--- src/logic/hl2link_pkg.sv ---
`default_nettype none

package hl2link_pkg;

  localparam int word_w      = 38;
  localparam int cmd_cycles  = 19;  // 38 bits
  localparam int rxs_cycles  = 12;  // 24 bits
  localparam int txiq_cycles = 16;  // 16 + 16 bits
  localparam int cnt_w       = 5;
  localparam int tick_period = 32;

  // Doubles as the tag symbol on the wire
  typedef enum logic [1:0] {
    kind_none      = 2'd0,
    kind_cmd       = 2'd1,
    kind_rx_sample = 2'd2,
    kind_tx_iq     = 2'd3
  } word_kind_e;

  typedef enum logic [3:0] {
    link_up = 4'b0000,
    link_m0 = 4'b1010,
    link_m1 = 4'b1001,
    link_m2 = 4'b1011,
    link_m3 = 4'b1000,
    link_s0 = 4'b1100,
    link_s1 = 4'b1101,
    link_s2 = 4'b1110,
    link_s3 = 4'b1111
  } link_state_e;

  typedef enum logic [1:0] {
    send_idle,
    send_work,
    send_sync1,
    send_sync2
  } send_state_e;

  typedef enum logic {
    recv_idle,
    recv_work
  } recv_state_e;

  // Payload cycles minus one, the counter start value
  function automatic logic [cnt_w-1:0] kind_last(word_kind_e kind);
    case (kind)
      kind_cmd:       kind_last = cnt_w'(cmd_cycles - 1);
      kind_rx_sample: kind_last = cnt_w'(rxs_cycles - 1);
      kind_tx_iq:     kind_last = cnt_w'(txiq_cycles - 1);
      default:        kind_last = '0;
    endcase
  endfunction

endpackage

`default_nettype wire

--- src/logic/hl2link.sv ---
`timescale 1ns/10ps
`default_nettype none

module hl2link (
  input  wire logic                           clk,
  input  wire logic                           rst_n,
  input  wire logic                     [1:0] linkrx,
  output logic                          [1:0] linktx,
  input  wire logic                           master_sel,
  input  wire logic                           cl1on_ack,
  output logic                                cl1on_rqst,
  output logic                                running,
  output logic                                rst_ack,
  input  wire logic                           send_tvalid,
  input  wire logic [hl2link_pkg::word_w-1:0] send_tdata,
  input  wire hl2link_pkg::word_kind_e        send_tuser,
  output logic                                send_tready,
  output logic                                send_tdone,
  output logic      [hl2link_pkg::word_w-1:0] recv_tdata,
  output hl2link_pkg::word_kind_e             recv_tuser,
  output logic                                recv_tdone
);

  logic [1:0] link_sync;
  logic [1:0] link_stable;
  logic [1:0] train_sym;

  link_rx_filter u_filter (
    .clk        (clk),
    .rst_n      (rst_n),
    .linkrx     (linkrx),
    .link_sync  (link_sync),
    .link_stable(link_stable)
  );

  link_trainer u_trainer (
    .clk        (clk),
    .rst_n      (rst_n),
    .master_sel (master_sel),
    .link_stable(link_stable),
    .cl1on_ack  (cl1on_ack),
    .running    (running),
    .train_sym  (train_sym),
    .cl1on_rqst (cl1on_rqst),
    .rst_ack    (rst_ack)
  );

  word_sender u_sender (
    .clk        (clk),
    .rst_n      (rst_n),
    .running    (running),
    .train_sym  (train_sym),
    .send_tvalid(send_tvalid),
    .send_tdata (send_tdata),
    .send_tuser (send_tuser),
    .send_tready(send_tready),
    .send_tdone (send_tdone),
    .linktx     (linktx)
  );

  word_receiver u_receiver (
    .clk       (clk),
    .rst_n     (rst_n),
    .running   (running),
    .link_sync (link_sync),
    .recv_tdata(recv_tdata),
    .recv_tuser(recv_tuser),
    .recv_tdone(recv_tdone)
  );

endmodule

`default_nettype wire

--- src/logic/link_rx_filter.sv ---
`timescale 1ns/10ps
`default_nettype none

module link_rx_filter (
  input  wire logic       clk,
  input  wire logic       rst_n,
  input  wire logic [1:0] linkrx,
  output logic      [1:0] link_sync,
  output logic      [1:0] link_stable
);

  logic [1:0] sync_q1;

  always_ff @(posedge clk or negedge rst_n) begin
    if (!rst_n) begin
      sync_q1     <= 2'b00;
      link_sync   <= 2'b00;
      link_stable <= 2'b00;
    end else begin
      sync_q1   <= linkrx;
      link_sync <= sync_q1;
      // Only take a value seen on two cycles in a row
      if (sync_q1 == link_sync) begin
        link_stable <= link_sync;
      end
    end
  end

endmodule

`default_nettype wire

--- src/logic/link_trainer.sv ---
`timescale 1ns/10ps
`default_nettype none

module link_trainer (
  input  wire logic       clk,
  input  wire logic       rst_n,
  input  wire logic       master_sel,
  input  wire logic [1:0] link_stable,
  input  wire logic       cl1on_ack,
  output logic            running,
  output logic      [1:0] train_sym,
  output logic            cl1on_rqst,
  output logic            rst_ack
);

  import hl2link_pkg::*;

  link_state_e      state;
  link_state_e      state_next;
  logic [cnt_w-1:0] tick_cnt;
  logic             tick;
  logic             master_q;
  logic             role_chg;
  logic             zero_seen;
  logic             line_stuck;

  assign tick     = (tick_cnt == cnt_w'(tick_period - 1));
  assign role_chg = (master_sel != master_q);

  // A word never keeps the line nonzero for a whole tick period,
  // so a steady symbol means the peer has gone back to training
  assign line_stuck = tick && !zero_seen && (link_stable != 2'b00);

  always_ff @(posedge clk or negedge rst_n) begin
    if (!rst_n) begin
      state     <= link_s0;
      tick_cnt  <= '0;
      master_q  <= 1'b0;
      zero_seen <= 1'b0;
    end else begin
      state    <= state_next;
      tick_cnt <= tick ? '0 : tick_cnt + cnt_w'(1);
      master_q <= master_sel;
      if (tick) begin
        zero_seen <= (link_stable == 2'b00);
      end else if (link_stable == 2'b00) begin
        zero_seen <= 1'b1;
      end
    end
  end

  always_comb begin
    state_next = state;
    if (role_chg) begin
      state_next = master_sel ? link_m0 : link_s0;
    end else begin
      case (state)
        link_m0: if (tick && link_stable == 2'd1) state_next = link_m1;
        link_m1: begin
          case (link_stable)
            2'd1:    if (tick) state_next = link_m0;  // Slave never moved on
            2'd2:    if (tick) state_next = link_m2;
            default: state_next = link_m0;
          endcase
        end
        link_m2: begin
          case (link_stable)
            2'd2:    if (tick) state_next = link_m0;
            2'd3:    if (tick) state_next = link_m3;
            default: state_next = link_m0;
          endcase
        end
        // Slave is finishing its clock handshake
        link_m3: if (link_stable == 2'd0) state_next = link_up;
        link_s0: if (link_stable == 2'd2) state_next = link_s1;
        link_s1: begin
          case (link_stable)
            2'd2:    state_next = link_s1;
            2'd1:    state_next = link_s2;
            default: state_next = link_s0;
          endcase
        end
        link_s2: begin
          case (link_stable)
            2'd1:    state_next = link_s2;
            2'd3:    state_next = link_s3;
            default: state_next = link_s0;
          endcase
        end
        link_s3: begin
          case (link_stable)
            2'd0:    if (cl1on_ack) state_next = link_up;
            2'd3:    state_next = link_s3;
            default: state_next = link_s0;
          endcase
        end
        link_up: if (line_stuck) state_next = master_sel ? link_m0 : link_s0;
        default: state_next = link_s0;
      endcase
    end
  end

  always_comb begin
    case (state)
      link_m0: train_sym = 2'd2;
      link_m1: train_sym = 2'd1;
      link_m2: train_sym = 2'd3;
      link_s1: train_sym = 2'd1;
      link_s2: train_sym = 2'd2;
      link_s3: train_sym = 2'd3;
      default: train_sym = 2'd0;  // m3, s0 and up keep the line quiet
    endcase
  end

  assign running    = (state == link_up);
  assign cl1on_rqst = (state == link_s3);
  assign rst_ack    = (state == link_s0);

endmodule

`default_nettype wire

--- src/logic/word_receiver.sv ---
`timescale 1ns/10ps
`default_nettype none

module word_receiver (
  input  wire logic                           clk,
  input  wire logic                           rst_n,
  input  wire logic                           running,
  input  wire logic                     [1:0] link_sync,
  output logic      [hl2link_pkg::word_w-1:0] recv_tdata,
  output hl2link_pkg::word_kind_e             recv_tuser,
  output logic                                recv_tdone
);

  import hl2link_pkg::*;

  recv_state_e      state;
  logic [cnt_w-1:0] cnt;
  logic             tag_seen;

  assign tag_seen = running && (state == recv_idle) && (link_sync != 2'b00);

  always_ff @(posedge clk or negedge rst_n) begin
    if (!rst_n) begin
      state      <= recv_idle;
      cnt        <= '0;
      recv_tdone <= 1'b0;
    end else begin
      recv_tdone <= 1'b0;
      if (!running) begin
        state <= recv_idle;
      end else if (tag_seen) begin
        cnt   <= kind_last(word_kind_e'(link_sync));
        state <= recv_work;
      end else if (state == recv_work) begin
        cnt <= cnt - cnt_w'(1);
        if (cnt == '0) begin
          recv_tdone <= 1'b1;  // Last pair lands on this edge
          state      <= recv_idle;
        end
      end
    end
  end

  // Short kinds fill only the low bits
  always_ff @(posedge clk) begin
    if (tag_seen) begin
      recv_tuser <= word_kind_e'(link_sync);
    end
    if (state == recv_work) begin
      recv_tdata <= {recv_tdata[word_w-3:0], link_sync};
    end
  end

endmodule

`default_nettype wire

--- src/logic/word_sender.sv ---
`timescale 1ns/10ps
`default_nettype none

module word_sender (
  input  wire logic                           clk,
  input  wire logic                           rst_n,
  input  wire logic                           running,
  input  wire logic                     [1:0] train_sym,
  input  wire logic                           send_tvalid,
  input  wire logic [hl2link_pkg::word_w-1:0] send_tdata,
  input  wire hl2link_pkg::word_kind_e        send_tuser,
  output logic                                send_tready,
  output logic                                send_tdone,
  output logic                          [1:0] linktx
);

  import hl2link_pkg::*;

  send_state_e       state;
  logic [cnt_w-1:0]  cnt;
  logic [word_w-1:0] shreg;
  logic              accept;

  assign send_tready = running && (state == send_idle);
  assign send_tdone  = (state == send_sync2);
  assign accept      = send_tready && send_tvalid && (send_tuser != kind_none);

  always_ff @(posedge clk or negedge rst_n) begin
    if (!rst_n) begin
      state  <= send_idle;
      cnt    <= '0;
      linktx <= 2'b00;
    end else if (!running) begin
      state  <= send_idle;
      linktx <= train_sym;
    end else begin
      case (state)
        send_idle: begin
          if (accept) begin
            linktx <= send_tuser;  // Tag goes out first
            cnt    <= kind_last(send_tuser);
            state  <= send_work;
          end else begin
            linktx <= 2'b00;
          end
        end
        send_work: begin
          linktx <= shreg[word_w-1 -: 2];
          cnt    <= cnt - cnt_w'(1);
          if (cnt == '0) begin
            state <= send_sync1;
          end
        end
        // Two quiet cycles so the peer's receiver catches up
        send_sync1: begin
          linktx <= 2'b00;
          state  <= send_sync2;
        end
        send_sync2: begin
          linktx <= 2'b00;
          state  <= send_idle;
        end
        default: state <= send_idle;
      endcase
    end
  end

  always_ff @(posedge clk) begin
    if (accept) begin
      shreg <= send_tdata;
    end else if (state == send_work) begin
      shreg <= {shreg[word_w-3:0], 2'b00};  // MSB pair first
    end
  end

endmodule

`default_nettype wire

--- config.mk ---
export PLATFORM = sky130hd
export DESIGN_NAME = hl2link
export DESIGN_NICKNAME = d
export VERILOG_FILES = /design/src/logic/hl2link_pkg.sv /design/src/logic/hl2link.sv /design/src/logic/link_rx_filter.sv /design/src/logic/link_trainer.sv /design/src/logic/word_receiver.sv /design/src/logic/word_sender.sv
export SDC_FILE = /design/constraint.sdc
export NUM_CORES = 1
export LEC_CHECK = 0
export BUFFER_PORTS_ARGS = -buffer_cell sky130_fd_sc_hd__buf_4
export CORE_MARGIN = 2
export CORE_UTILIZATION = 50
export DETAILED_ROUTE_END_ITERATION = 16
export GPL_TIMING_DRIVEN = 0
export PLACE_DENSITY_LB_ADDON = 0.08
export SYNTH_ARGS = -nofsm -noshare
export SYNTH_HDL_FRONTEND = slang
export SYNTH_SLANG_ARGS = --single-unit
--- constraint.sdc ---
create_clock -name clk -period 2.9 [get_ports clk]
set_clock_uncertainty 0.2 [all_clocks]
set_input_delay 0.58 -clock clk [delete_from_list [all_inputs] [get_ports clk]]
set_output_delay 0.58 -clock clk [all_outputs]
set_load 0.01 [all_outputs]
After elaboration in Yosys (flattened, before gate mapping) --
Cells that the tools add are included.
Word-level totals: register bits after elaboration 111, output and inout bits 48, input bits 47, word-level logic and storage cells 125
Operators by class: equality and inequality tests 33, bitwise operators 1, multiplexer cells 43, reductions and logical operators 29, add/subtract/negate cells 3
Operators by type and width (number):
- 38-bit 2-to-1 mux | 2
- 4-bit 2-to-1 mux | 9
- 4-bit case mux with 9 select lines | 1
- 4-bit == test (second input constant) | 8
- 5-bit case mux with 3 select lines | 2
- 4-bit case mux with 2 select lines | 3
- 5-bit 2-to-1 mux | 4
- 2-bit == test (second input constant) | 8
- 2-bit nonzero test | 7
- 2-bit case mux with 3 select lines | 2
- 5-bit logical NOT | 2
- 1-bit 2-to-1 mux | 10
- 2-bit 2-to-1 mux | 5
- 5-bit case mux with 2 select lines | 1
- 5-bit by 1-bit subtractor with 5-bit output (second input constant) | 2
- 3-bit by 1-bit != test with 1-bit output (second input constant) | 3
- 3-bit != test (second input constant) | 3
- 2-bit by 1-bit == test with 1-bit output (second input constant) | 4
- 1-bit logical AND | 8
- 4-bit by 2-bit != test with 1-bit output (second input constant) | 2
- 2-bit case mux with 2 select lines | 2
- 2-bit case mux with 4 select lines | 1
- 2-bit OR reduction | 4
- 7-bit AND reduction | 1
- other kinds (13) | 15

Logic depth before layout (Yosys ltp) --
depth in word-level cells 7, depth in mapped cells 10, mapped depth without buffers 8

By module --
From an unflattened synthesis, not the netlist that was laid out.
Second synthesis, totals: cell total of the unflattened synthesis 358, area, all modules 4981.0 um^2
Modules (own cells, without submodules):
- word_sender | area an instance 2269.7 um^2, sequential area each 1366.3 um^2, instances 1, cells each 155
- word_receiver | area an instance 1599.0 um^2, sequential area each 1376.3 um^2, instances 1, cells each 85
- link_trainer | area an instance 912.1 um^2, sequential area each 277.8 um^2, instances 1, cells each 104
- link_rx_filter | area an instance 200.2 um^2, sequential area each 150.1 um^2, instances 1, cells each 14

Worst setup path before layout --
Ideal clock, no wire load.
path type flip-flop to flip-flop, start point register u_trainer.state[1], end point register u_sender.shreg[0], enable pin, slack -0.024 ns, setup time 0.401 ns, data arrival time 2.323 ns, data required time 2.299 ns, cell stages (with the launch flop) 9, clock period less this slack 2.924 ns, buffers on the path 2, cells stage by stage dfrtp_1 -> buf_2 -> nor2_2 -> nand2_4 -> inv_2 -> and2_1 -> nand2_2 -> buf_2 -> nand2b_1
Between the ends: longest elaborated chain between the ends 5
RTL lines:
- from (decl) | RTL line link_trainer.sv:18 | link_state_e state;
- from (signal assigned) | RTL line link_trainer.sv:36 | state <= link_s0;
- from (signal assigned) | RTL line link_trainer.sv:41 | state <= state_next;
- 4-bit logical NOT | RTL line link_trainer.sv:115 | assign running = (state == link_up);
- 1-bit logical AND | RTL line word_sender.sv:24 | assign send_tready = running && (state == send_idle);
- via send_tready | RTL line hl2link.sv:17 | output logic send_tready,
- 1-bit logical AND (2 in series) | RTL line word_sender.sv:26 | assign accept = send_tready && send_tvalid && (send_tuser != kind_none);
- 2-bit nonzero test (no line)
- to (signal assigned) | RTL line word_sender.sv:70 | shreg <= send_tdata;
- to (signal assigned) | RTL line word_sender.sv:72 | shreg <= {shreg[word_w-3:0], 2'b00};
- to (decl) | RTL line word_sender.sv:21 | logic [word_w-1:0] shreg;
The timed path passes the listed nets, and every way through them passes these cells. A chain may end at the register's enable or synchronous reset.

Worst setup path after layout --
start point register u_trainer.tick_cnt[0], end point register u_trainer.state[2]
Between the ends: longest elaborated chain between the ends 5, elaborated cells between the ends (all ways) 14, classes of those cells 5 x eq/ne; 5 x mux; 4 x reduce/logical
RTL lines:
- from (decl) | RTL line link_trainer.sv:20 | logic [cnt_w-1:0] tick_cnt;
- from (signal assigned) | RTL line link_trainer.sv:42 | tick_cnt <= tick ? '0 : tick_cnt + cnt_w'(1);
- 5-bit == test * | RTL line link_trainer.sv:27 | assign tick = (tick_cnt == cnt_w'(tick_period - 1));
- 4-bit 2-to-1 mux / 1-bit logical AND (equally long branches)
- 4-bit case mux with 2 select lines, or another cell as far along
- 4-bit case mux with 9 select lines / 3-bit != test (equally long branches)
- 4-bit 2-to-1 mux / 7-bit AND reduction (equally long branches)
Every way passes the cells marked *; elsewhere a longest branch is shown, timed or not.

==> results.cfg <==
[outcome]
status = completed

[worst_setup_path]
cp_top_family = compound AO/OA/AOI/OAI gates
cp.arrival_ns = 2.79
crit_top_cell = ha_1
cpPeakStageDelay_ns = 0.40
r2r-start = u_trainer.tick_cnt[0]$_DFF_PN0_
critPathKind = flip-flop to flip-flop
endpoint_kind = flip-flop
reg2reg_depth = 10
cp.required_ns = 3.00
crit_fanout = 8
startpoint_type = flip-flop
reg2reg_slack_ns = 0.21
critPathSlowestCell = or4_1
crit_buf_inv = 3
worstPathCellList = ha_1 > and3_1 > ha_1 > clkbuf_2 > inv_1 > o31a_1 > or4_1 > buf_2 > o41ai_2 > a21oi_1
r2r-end = u_trainer.state[2]$_DFFE_PN1P_

[route]
drt-pass1-iter-count = 4
drt-initial-drc-count = 125
finalWirelength_mm = 8.79
drc_errors = 0
via_per_inst = 5.14
ant_nets = 0
vias = 3040
avgRoutedWirePerCell_microns = 14.8

[timing]
finalSetupTns_ns = 0
fmax_ghz = 0.372
setup_viol = 0
drv_slew = 0
finalHoldViolCount = 0
min_period_over_period = 0.927
setup_slack_ns = 0.211
fin_crit_ns = 2.69
fin_hold_ws_ns = 0.111
rsz0062_at_grt = false
tightestPinTransition_ns = 0.868
max_slew_margin = 0.421

[cts]
clk_latency_ns = 0.37
clockRootBuffer = clkbuf_8
cts_htree_levels = 3
cts.reportedPaths.clkPinSlew_ns = 0.11
clock_path_buffers = 2
cts_tree = built
cts_setup_buffers = 0
cts_sinks = 111
numCtsBuffers = 9

[logic_synthesis]
syn_area_sq_um = 4820
ys_ff_latch = 111
yosys_warnings = 0
synth_top_flop_cell = edfxtp_1
synth.avg_cell_area_sq_um = 13.7
ys_types = 50
ys_seq_area_frac = 0.657
async_reset_ff_frac = 0.297
synth_enable_flop_cells = 78
synth_cells = 352
syn_nets = 414

[hold_path]
worstHoldStart = linkrx[1]
hold_depth = 1
hp-class = input port to flip-flop
hold_end = u_filter.sync_q1[1]$_DFF_PN0_

[grt]
grt_busiest_layer = met2
grtUsageTotal = 0.173
grt_pass1_vias = 2995
antenna_found_initial = 0
overflow = 0
grt_pass1_wl_mm = 13.9
use_met2 = 0.294
met1_usage = 0.217
met3_usage = 0.0410
grt_max_degree = 42

[finish]
final_common_cell = buf_4
layout-drive-gt1-share = 0.352
nets = 520
final_cell_mix = buf_4, edfxtp_1, mux2_2, dfrtp_1
multi_input_comb_area_sq_um = 1520
final_util = 0.635
ff_latch_area_sq_um = 3170
insertedDiodeCount = 0
areaGrowthSynthToFinish_pct = 22.2
nFillCells = 758

[power_and_ir_drop]
p_per_area_nw_per_um2 = 680
ir_drop_mv = 0.336
p_leak_nw = 2.34
power_mw = 4.01

[floorplanning]
ios = 95
die_w_microns = 102
dieHeight_microns = 102
dieArea_sq_um = 10400
initial_core_util = 0.519
core.rowCount = 35
core_area_sq_um = 9280

[place]
place_congestion = 0.870
dp_slack_ns = 0.0139
dp_hpwl_mm = 6.19
portBuffers = 94

[run]
cap_viol_max_count = 0
[synthesized netlist by cell type (2+ instances only)]
master | number | area, sq um
a211oi_1 | 2 | 15.0
a21boi_0 | 2 | 15.0
a21o_1 | 2 | 15.0
a21oi_1 | 22 | 110
a22oi_1 | 2 | 15.0
a32oi_1 | 3 | 26.3
and3_1 | 5 | 31.3
buf_2 | 6 | 30.0
clkbuf_1 | 8 | 30.0
dfrtp_1 | 31 | 776
dfstp_2 | 2 | 52.6
edfxtp_1 | 78 | 2340
ha_1 | 15 | 188
inv_1 | 18 | 67.6
mux2_2 | 37 | 417
mux2i_1 | 6 | 60.1
nand2_1 | 20 | 75.1
nand2b_1 | 4 | 25.0
nand3_1 | 7 | 35.0
nand4b_1 | 2 | 17.5
nor2_1 | 22 | 82.6
nor2b_1 | 3 | 18.8
nor3_1 | 5 | 25.0
o21a_1 | 2 | 15.0
o21ai_0 | 15 | 75.1
o22ai_1 | 2 | 12.5
o31ai_1 | 3 | 22.5
o32ai_1 | 2 | 17.5
or3_1 | 2 | 12.5
xnor2_1 | 4 | 35.0
[flip-flops by register name, indices dropped and copies added, names as in the netlist, 4 cells and up]
signal,cells
u_sender.cnt,5
u_sender.shreg,38
u_receiver.recv_tdata,38
u_trainer.tick_cnt,5
u_receiver.cnt,5
u_trainer.state,4
[final cells by class]
| class | instances | share of cell area |
|---|---|---|
| Timing Repair Buffer | 95 | 0.121 |
| Inverter | 19 | 0.0121 |
| Clock inverter | 7 | 0.0102 |
| Multi-Input combinational cell | 207 | 0.258 |
| Clock buffer | 9 | 0.0210 |
| Sequential cell | 111 | 0.538 |
| Buffer | 15 | 0.0110 |
| Tap cell | 129 | 0.0274 |
[metal layers]
metal  share of wire  up-vias
met1            0.44     1450
met5               0        -
met4           0.019        0
met2            0.50       72
met3           0.045       16
li1                -     1502
[worst max-delay path by stage]
stage	endpoint	cells after the start	startpoint	slack (ns)
6_report	u_trainer.state[2]$_DFFE_PN1P_	10	u_trainer.tick_cnt[0]$_DFF_PN0_	0.21
5_1_grt	u_sender.shreg[0]$_SDFFCE_PN0P_	8	u_trainer.state[1]$_DFFE_PN0P_	0.06
4_1_cts	running	6	u_trainer.state[1]$_DFFE_PN0P_	0.19
3_5_place_dp	u_sender.shreg[0]$_SDFFCE_PN0P_	8	u_trainer.state[1]$_DFFE_PN0P_	0.01
3_3_place_gp	u_sender.shreg[12]$_DFFE_PP_	8	u_trainer.state[1]$_DFFE_PN0P_	0.01
2_1_floorplan	u_sender.shreg[0]$_SDFFCE_PN0P_	8	u_trainer.state[1]$_DFFE_PN0P_	0.40
[worst register-to-register path: cells and delay by family, from the launching register on]
family,cells,cell delay [ns]
AO/OA/AOI/OAI,3,0.73
adder cells (fa/ha/maj),2,0.32
AND/OR/NAND/NOR,2,0.56
buffers and inverters,3,0.45
flip-flops,1,0.38
[repair_timing]
action	4_1_cts	5_1_grt
setup endpoints to repair	38	0
endpoints found under the hold margin	31	0
hold buffers	1	0
resized for setup	1	0
[power breakdown]
| group | internal (mW) | switching, mW |
|---|---|---|
| logic | 0.464 | 0.561 |
| clock network | 0.323 | 0.532 |
| registers | 1.98 | 0.149 |
| total | 2.77 | 1.24 |
[through the flow]
step	cells	area, sq um
after floorplan	352	4820
after global placement	575	5690
after detailed placement	575	5690
after CTS	592	5890
after global routing	592	5890
final	592	5890
[logic make-up after synthesis]
family,Yosys count,share of synthesized area
adders and majority gates,15,0.0389
AOI/OAI and AO/OA,66,0.0877
buffers and inverters,34,0.0283
muxes,43,0.0989
DFF,111,0.657
xor gates and xnor gates,5,0.00908
and+or+nand+nor,78,0.0797
Power figures use the tool's default switching activity.
